==> config.mk <==
export PLATFORM = sky130hd
export DESIGN_NAME = cordic_top
export DESIGN_NICKNAME = d
export VERILOG_FILES = /design/src/hdl/cordic_pkg.sv /design/src/hdl/cordic_top.sv /design/src/hdl/cordic_result.sv /design/src/hdl/cordic_execute.sv /design/src/hdl/cordic_decode.sv
export SDC_FILE = /design/constraint.sdc
export NUM_CORES = 2
export LEC_CHECK = 0
export BUFFER_PORTS_ARGS = -buffer_cell sky130_fd_sc_hd__buf_2
export CORE_MARGIN = 2
export CORE_UTILIZATION = 45
export CTS_CLUSTER_DIAMETER = 60
export DETAILED_ROUTE_END_ITERATION = 7
export PLACE_DENSITY = 0.72
export SYNTH_ARGS = -nofsm -noshare
export SYNTH_HDL_FRONTEND = slang
export SYNTH_SLANG_ARGS = --single-unit
==> constraint.sdc <==
create_clock -name clk -period 11.84 [get_ports clk]
set_clock_uncertainty 0.15 [all_clocks]
set_input_delay 0.592 -clock clk [delete_from_list [all_inputs] [get_ports clk]]
set_output_delay 0.592 -clock clk [all_outputs]
set_load 0.02 [all_outputs]
==> src/hdl/cordic_pkg.sv <==
package cordic_pkg;

    // Q16.16 signed fixed point word
    typedef logic signed [31:0] fixed_t;

    localparam int FRAC_BITS = 16;
    localparam int ITER_MAX  = 16;                 // depth of the angle tables

    typedef logic [2:0] quad_t;                    // fold index 0 to 4

    typedef enum logic [1:0] {
        mode_rot_circ,                             // cos and sin of z
        mode_vec_circ,                             // magnitude and atan(y/x)
        mode_vec_lin                               // z + y/x
    } cordic_mode_t;

    typedef struct packed {
        fixed_t x;
        fixed_t y;
        fixed_t z;
    } cordic_vec_t;

    typedef struct packed {
        cordic_mode_t mode;
        cordic_vec_t  vec;
    } cordic_job_t;

    // angles in Q16.16 radians
    localparam fixed_t PI_4       = 32'sd51472;
    localparam fixed_t PI_2       = 32'sd102944;
    localparam fixed_t THREE_PI_4 = 32'sd154416;
    localparam fixed_t PI         = 32'sd205887;
    localparam fixed_t FIVE_PI_4  = 32'sd257359;
    localparam fixed_t SEVEN_PI_4 = 32'sd360303;
    localparam fixed_t TWO_PI     = 32'sd411775;

    // inverse of the circular gain, about 0.60725
    localparam fixed_t K_INV_CIRC = 32'sd39797;

endpackage
==> src/hdl/cordic_top.sv <==
`timescale 1ns/1ps

module cordic_top #(
    parameter int ITERATIONS = 16
) (
    input  logic                    clk,
    input  logic                    rst,
    input  logic                    start,
    input  cordic_pkg::cordic_job_t job,
    output logic                    busy,
    output cordic_pkg::cordic_vec_t res,
    output logic                    valid
);
    import cordic_pkg::*;

    logic         load;
    logic         done;
    cordic_vec_t  init;
    cordic_vec_t  vec;
    cordic_mode_t mode;                            // held for the whole job
    quad_t        quad;

    cordic_decode i_decode (
        .clk   (clk),
        .rst   (rst),
        .start (start),
        .job   (job),
        .busy  (busy),
        .load  (load),
        .init  (init),
        .mode  (mode),
        .quad  (quad),
        .done  (done)
    );

    cordic_execute #(
        .ITERATIONS (ITERATIONS)
    ) i_execute (
        .clk  (clk),
        .rst  (rst),
        .load (load),
        .init (init),
        .mode (mode),
        .done (done),
        .vec  (vec)
    );

    cordic_result i_result (
        .clk   (clk),
        .rst   (rst),
        .done  (done),
        .vec   (vec),
        .mode  (mode),
        .quad  (quad),
        .res   (res),
        .valid (valid)
    );

endmodule

==> src/hdl/cordic_result.sv <==
`timescale 1ns/1ps

module cordic_result (
    input  logic                     clk,
    input  logic                     rst,
    input  logic                     done,
    input  cordic_pkg::cordic_vec_t  vec,
    input  cordic_pkg::cordic_mode_t mode,
    input  cordic_pkg::quad_t        quad,
    output cordic_pkg::cordic_vec_t  res,
    output logic                     valid
);
    import cordic_pkg::*;

    logic signed [2*$bits(fixed_t)-1:0] mag_prod;
    fixed_t                             abs_x;
    cordic_vec_t                        res_d;

    assign abs_x    = (vec.x < 0) ? -vec.x : vec.x;
    assign mag_prod = abs_x * K_INV_CIRC;           // remove the circular gain

    always_comb begin
        res_d = vec;
        case (mode)
            mode_rot_circ: begin
                // rotate the result back by the folded angle
                case (quad)
                    3'd1: begin
                        res_d.x = -vec.y;
                        res_d.y = vec.x;
                    end
                    3'd2, 3'd3: begin
                        res_d.x = -vec.x;
                        res_d.y = -vec.y;
                    end
                    3'd4: begin
                        res_d.x = vec.y;
                        res_d.y = -vec.x;
                    end
                    default: ;
                endcase
            end
            mode_vec_circ: res_d.x = fixed_t'(mag_prod >>> FRAC_BITS);
            default: ;                             // linear result is used as is
        endcase
    end

    always_ff @(posedge clk or posedge rst) begin
        if (rst) begin
            res   <= '0;
            valid <= 1'b0;
        end else begin
            valid <= done;
            if (done) begin
                res <= res_d;
            end
        end
    end

endmodule

==> src/hdl/cordic_execute.sv <==
`timescale 1ns/1ps

module cordic_execute #(
    parameter int ITERATIONS = cordic_pkg::ITER_MAX
) (
    input  logic                     clk,
    input  logic                     rst,
    input  logic                     load,
    input  cordic_pkg::cordic_vec_t  init,
    input  cordic_pkg::cordic_mode_t mode,
    output logic                     done,
    output cordic_pkg::cordic_vec_t  vec
);
    import cordic_pkg::*;

    localparam int IW = $clog2(ITER_MAX);

    // atan(2^-i) in Q16.16
    localparam fixed_t ATAN_TAB [ITER_MAX] = '{
        32'sd51472, 32'sd30386, 32'sd16055, 32'sd8150,
        32'sd4091,  32'sd2047,  32'sd1024,  32'sd512,
        32'sd256,   32'sd128,   32'sd64,    32'sd32,
        32'sd16,    32'sd8,     32'sd4,     32'sd2
    };

    // 2^-i in Q16.16
    localparam fixed_t POW2_TAB [ITER_MAX] = '{
        32'sd65536, 32'sd32768, 32'sd16384, 32'sd8192,
        32'sd4096,  32'sd2048,  32'sd1024,  32'sd512,
        32'sd256,   32'sd128,   32'sd64,    32'sd32,
        32'sd16,    32'sd8,     32'sd4,     32'sd2
    };

    logic [IW-1:0] iter;                           // index of the next iteration
    logic [IW-1:0] idx;
    logic          running;
    logic          sigma;                          // 1 for a positive step
    cordic_vec_t   cur;
    cordic_vec_t   nxt;
    fixed_t        x_sh;
    fixed_t        y_sh;
    fixed_t        alpha;

    // iteration 0 works on the incoming vector in the load cycle
    assign cur = load ? init : vec;
    assign idx = load ? '0 : iter;

    always_comb begin
        if (mode == mode_rot_circ) begin
            sigma = (cur.z >= 0);                  // drive z to zero
        end else begin
            sigma = ((cur.y < 0) != (cur.x < 0));  // drive y to zero
        end
    end

    assign x_sh  = cur.x >>> idx;
    assign y_sh  = cur.y >>> idx;
    assign alpha = (mode == mode_vec_lin) ? POW2_TAB[idx] : ATAN_TAB[idx];

    always_comb begin
        if (mode == mode_vec_lin) begin
            nxt.x = cur.x;                         // linear keeps x
        end else begin
            nxt.x = sigma ? cur.x - y_sh : cur.x + y_sh;
        end
        nxt.y = sigma ? cur.y + x_sh : cur.y - x_sh;
        nxt.z = sigma ? cur.z - alpha : cur.z + alpha;
    end

    always_ff @(posedge clk or posedge rst) begin
        if (rst) begin
            iter    <= '0;
            running <= 1'b0;
            done    <= 1'b0;
        end else begin
            done <= 1'b0;
            if (load) begin
                iter    <= IW'(1);
                running <= (ITERATIONS > 1);
                done    <= (ITERATIONS == 1);
            end else if (running) begin
                iter <= iter + 1'b1;
                if (iter == ITERATIONS - 1) begin
                    running <= 1'b0;
                    done    <= 1'b1;
                end
            end
        end
    end

    always_ff @(posedge clk) begin
        if (load || running) begin
            vec <= nxt;
        end
    end

endmodule

==> src/hdl/cordic_decode.sv <==
`timescale 1ns/1ps

module cordic_decode (
    input  logic                     clk,
    input  logic                     rst,
    input  logic                     start,
    input  cordic_pkg::cordic_job_t  job,
    output logic                     busy,
    output logic                     load,
    output cordic_pkg::cordic_vec_t  init,
    output cordic_pkg::cordic_mode_t mode,
    output cordic_pkg::quad_t        quad,
    input  logic                     done
);
    import cordic_pkg::*;

    typedef enum logic [1:0] {idle, reduce, fold, run} state_t;

    state_t state;
    fixed_t ang;                                   // angle being reduced
    fixed_t ang_step;                              // angle after one 2pi step
    fixed_t fold_z;
    quad_t  fold_q;

    function automatic logic in_band(input fixed_t a);
        return (a >= -PI_4) && (a <= SEVEN_PI_4);
    endfunction

    assign busy     = (state != idle);
    assign ang_step = (ang < -PI_4) ? ang + TWO_PI : ang - TWO_PI;

    // fold [-pi/4, 7pi/4] down to [-pi/4, pi/4]
    always_comb begin
        if (ang > FIVE_PI_4) begin
            fold_z = ang - (TWO_PI - PI_2);
            fold_q = 3'd4;
        end else if (ang > PI) begin
            fold_z = ang - PI;
            fold_q = 3'd3;
        end else if (ang > THREE_PI_4) begin
            fold_z = ang - PI;
            fold_q = 3'd2;
        end else if (ang > PI_4) begin
            fold_z = ang - PI_2;
            fold_q = 3'd1;
        end else begin
            fold_z = ang;
            fold_q = 3'd0;
        end
    end

    always_ff @(posedge clk or posedge rst) begin
        if (rst) begin
            state <= idle;
            load  <= 1'b0;
            mode  <= mode_rot_circ;
            quad  <= '0;
        end else begin
            load <= 1'b0;
            case (state)
                idle: begin
                    if (start) begin
                        mode <= job.mode;
                        quad <= '0;
                        if (job.mode == mode_rot_circ) begin
                            state <= in_band(job.vec.z) ? fold : reduce;
                        end else begin
                            load  <= 1'b1;         // vectoring loads straight away
                            state <= run;
                        end
                    end
                end
                reduce: begin
                    if (in_band(ang_step)) begin
                        state <= fold;
                    end
                end
                fold: begin
                    quad  <= fold_q;
                    load  <= 1'b1;
                    state <= run;
                end
                run: begin
                    if (done) begin
                        state <= idle;
                    end
                end
                default: state <= idle;
            endcase
        end
    end

    always_ff @(posedge clk) begin
        case (state)
            idle: begin
                if (start) begin
                    ang  <= job.vec.z;
                    init <= job.vec;
                end
            end
            reduce: ang <= ang_step;
            fold: begin
                init.x <= K_INV_CIRC;              // pre-scaled so the output needs no gain fix
                init.y <= '0;
                init.z <= fold_z;
            end
            default: ;
        endcase
    end

endmodule

==> results.md <==
- The via count of the first global-routing pass came to 35.94k.
- The minimum clock period is 10240 ps.
- After synthesis, the share of cell area in mux cells is 7.205%.
- The Yosys step of the flow raised 0 warnings.
- The summed negative setup slack over all endpoints is 0 ps.
- The first TritonRoute pass finished after 8 iterations.
- The compound-gate portion of the synthesized area is 18.61%.
- The first global-routing pass estimated 216.3 mm of wire.
- The initial utilization of the core area, before any placement, comes to 45.23%.
- Wires add up to 142.3 mm.
- The final-layout worst hold slack is 82.48 ps.
- The number of flops mapped to enable cells by yosys is 224.
- In this run the vertical extent of the chip is 309.6 um.
- Sorting the synthesized cells by area gives the leading types as edfxtp_1 16%, ha_1 11%, fa_1 11%.
- The final core area utilization is 48.96%.
- The peak ir drop on the vdd network is 0.1042 mV.
- The number of cells produced by synthesis is 4930.
- The share of the yosys chip area belonging to registers is 22.62%.
- The count of cell instances traversed by the critical path is 33.
- From synthesis to final layout, the design area changed by 8.239%.
- The cell with the largest stage delay on the worst path is edfxtp_1.
- 199 I/O pins were placed.
- Leaving out fill and tap cells, the most frequent cell in the layout is inv_1.
- Setup repair after global routing left no endpoint under its margin.
- The final reports fail on design-rule violations.
- In this run the deepest clock path goes through 3 buffers.
- The startpoint of the lowest-slack register-to-register path is i_execute.vec[64]$_DFFE_PP_.
- The pin slew with the least headroom to its limit is 1119 ps.
- The total of fill cells in the finished design is 8821.
- The area share of and/or/nand/nor cells after synthesis is 14.88%.
- For the worst setup path, the data required time is 12190 ps.
- Clock-pin slew was measured on the worst setup and hold paths at 60 ps.
- Dividing total power by cell area gives a power density of 59.10 nW/um2.
- The highest clock rate is 97.65 MHz.
- Of the total power, the clock network draws 51.6%.
- The start point of the critical path is i_execute.vec[64]$_DFFE_PP_.
- The core area is 92910 um2.
- The share of async-settable or async-resettable flops after synthesis is 33.13%.
- The combinational share of power is 2.1%.
- The top fanout value on the critical path is 11.
- Setup slack on the worst reg-to-reg path comes out at 1600 ps.
- The overall fraction of global-route tracks in use is 29.36%.
- The number of antenna violations at the first check in global routing is 6.
- The final number of max-transition violations is 0.
- Among cell families on the critical path, the largest total delay comes from adder cells.
- The number of gates resized after CTS was 0.
- The worst register-to-register path ends at i_result.res[92]$_DFFE_PP0P_.
- In this run the tool buffered the top-level ports with 198 buffer cells.
- After floorplanning, the core was divided into 112 placement rows.
- The number of remaining DRC errors is 10.
- The cell area after synthesis is 42020 um2.
- The critical path contains buffers and inverters numbering 6 combined.
- The HPWL after detailed placement is 110.5 mm.
- The analysis attributes to net switching a power of 0.0006167 W.
- The total setup buffers inserted after CTS is 0.
- Counting every net in the synthesized netlist gives 5621.
- The class of the tightest hold or removal check is input pin to flop.
- The fraction of layout cells with a size suffix above 1 is 11.97%.
- The flow ran to the end, but the final reports show violations.
- The post-synthesis average cell area is 8.524 um2.
- The count of nets left with antenna violations once routing finished came out at 0.
- The worst stage delay on the critical path is 580 ps.
- In the finished design, the share of the clock period the worst path needs comes to 86.49%.
- The number of hold buffers added after CTS was 1.
- The final weighted congestion in routability-driven placement is 0.9999.
- The arithmetic-cell share of the synthesized area counting full adders, half adders and majority gates is 21.59%.
- By startpoint and endpoint, the worst setup path is classified as flop to flop.
- The top cell types in the final layout, fill and taps aside, are 530 x inv_1, 427 x nor2_1, 378 x a21oi_1, 364 x ha_1, 330 x o21ai_0.
- The total overflow left after global routing is 0.
- The cell repeated most along the worst path is inv_1.
- TritonCTS built the clock tree.
- The die covers 95840 um2.
- The flop and latch count out of synthesis is 335.
- The total count of hold-check failures in the final report is 0.
- The element type at the critical path end is a flop.
- The sequential power share is 46.3%.
- The number of cells on the worst reg-to-reg path is 33.
- Setup violations remaining at the end of the flow were counted as 0.
- The internal portion of the total power is 0.002071 W.
- The capturing element of the worst setup path is i_result.res[92]$_DFFE_PP0P_.
- The clock sink count is 335.
- The leakage power figure is 19.52 nW.
- The worst setup path is launched from a flop.
- In this run, CTS created clock tree buffers numbering 44.
- For the worst setup path, the data arrival time is 10590 ps.
- The average detailed-routed wire length per instance is 22.79 um.
- The H-tree generated during clock tree synthesis spans 2 levels.
- The clock reaches the later pin of the worst-skew pair after 610 ps.
- The proportion of total power due to net switching is 22.94%.
- The cell taking the most area after synthesis is edfxtp_1.
- The final layout contains 5643 nets.
- The headroom to the max-slew limit is 25.42%.
- Of the total synthesized cell area, the portion taken by XOR and XNOR cells is 7.461%.
- In this run the clock root is driven by a clkbuf_16.
- The area share of the leading cell type in the synthesized netlist is 16.01%.
- The number of violations of the max-capacitance limit is 0.
- Summing over every cut layer, the via total after detailed routing is 37.61k.
- After the first detailed-routing iteration, the DRC count stood at 4338.
- The routed via count divided by cell count is 6.023.
- The number of different library cells used by synthesis comes to 95.
- After synthesis, the largest family of logic cells by area is adder cells.
- Entering global routing, the biggest net connects 117 pins.
- The die is 309.6 um wide.
- For this run, the leading register cell type out of synthesis is edfxtp_1.
-- cell usage after synthesis, drive strengths merged, types with 69 or more instances --
library cell  instances
o21ai               336
nor2b                88
a31oi                80
mux2i                73
ha                  365
nand2               331
inv                 534
fa                  225
edfxtp              224
nor2                429
a21o                 69
xor2                132
nor3                108
nand3                80
dfrtp               111
xnor2               220
mux2                152
buf                  73
clkbuf              217
a21oi               379
-- worst min-delay path by stage --
stage	start	to	cells after the start	slack (ps)
floorplan	i_execute.done$_DFF_PP0_	i_result.valid$_DFF_PP0_	0	240
global placement	i_result.res[95]$_DFFE_PP0P_	i_result.res[95]$_DFFE_PP0P_	2	330
detailed placement	i_result.res[95]$_DFFE_PP0P_	i_result.res[95]$_DFFE_PP0P_	2	330
CTS	job[97]	i_decode.mode[1]$_DFFE_PP0P_	2	50
global route	job[97]	i_decode.mode[1]$_DFFE_PP0P_	2	70
finish	job[97]	i_decode.mode[1]$_DFFE_PP0P_	2	80
-- kinds of logic after synthesis --
kind of cell / after synthesis
AO/OA/AOI/OAI: 1265
XOR/XNOR: 352
adder cells (fa/ha/maj): 590
buffers and inverters: 827
flip-flops: 335
multiplexers: 251
AND/OR/NAND/NOR: 1310
-- sequential cells by signal, indices dropped and copies added (netlist names) --
| name | cells |
|---|---|
| i_execute.running | 1 |
| i_result.res | 96 |
| i_decode.state | 2 |
| i_execute.vec | 96 |
| i_execute.done | 1 |
| i_decode.ang | 32 |
| i_decode.quad | 3 |
| i_result.valid | 1 |
| i_decode.load | 1 |
| i_decode.init | 96 |
| i_decode.mode | 2 |
| i_execute.iter | 4 |
-- power by group through the flow --
stage          clock [W]  sequential (W)  combinational, W
2_1_floorplan          0         0.00127         0.0000242
3_3_place_gp           0         0.00127         0.0000559
3_5_place_dp           0         0.00127         0.0000569
4_1_cts          0.00141         0.00125         0.0000574
5_1_grt          0.00146         0.00124         0.0000632
6_report         0.00139         0.00125         0.0000565
-- per-stage QoR --
step	setup WS (ps)	total power (W)	area (um2)	std cells
final	1600	0.002688	45480	6244
after global routing	1071	0.002764	45480	6242
after CTS	1620	0.002718	45470	6240
after detailed placement	1635	0.001326	43990	6159
after global placement	1792	0.001325	43990	6159
after floorplan	2748	0.001294	42020	4930
-- worst reg2reg max path, delay by kind of cell, from the launching register on --
family          cells  cell delay (ps)
fa+ha+maj           8             3340
compound gates      6             1620
buf+inv             6              530
mux                 1              270
simple gates        9             2980
flops               1              580
xor+xnor            3              660
-- per-layer routing --
layer  wire (um)  vias up  GRT usage, %
li1            -    17348             -
met3       11960      378         4.802
met2       63280     1788         45.74
met5          34        -             0
met4       10030        6         17.39
met1       57020    18085         38.46
-- final cells by class --
class                           count  area [um2]  share of cell area (%)
Timing Repair Buffer              266        1516                   3.334
Multi-Input combinational cell   3768       29370                   64.58
Inverter                          537        2023                   4.448
Antenna cell                        4       10.01                 0.02201
Clock inverter                     27       281.5                  0.6189
Tap cell                         1254        1569                   3.449
Clock buffer                       53        1197                   2.633
Sequential cell                   335        9515                   20.92
Note: power is estimated with default switching activity, not from simulation.
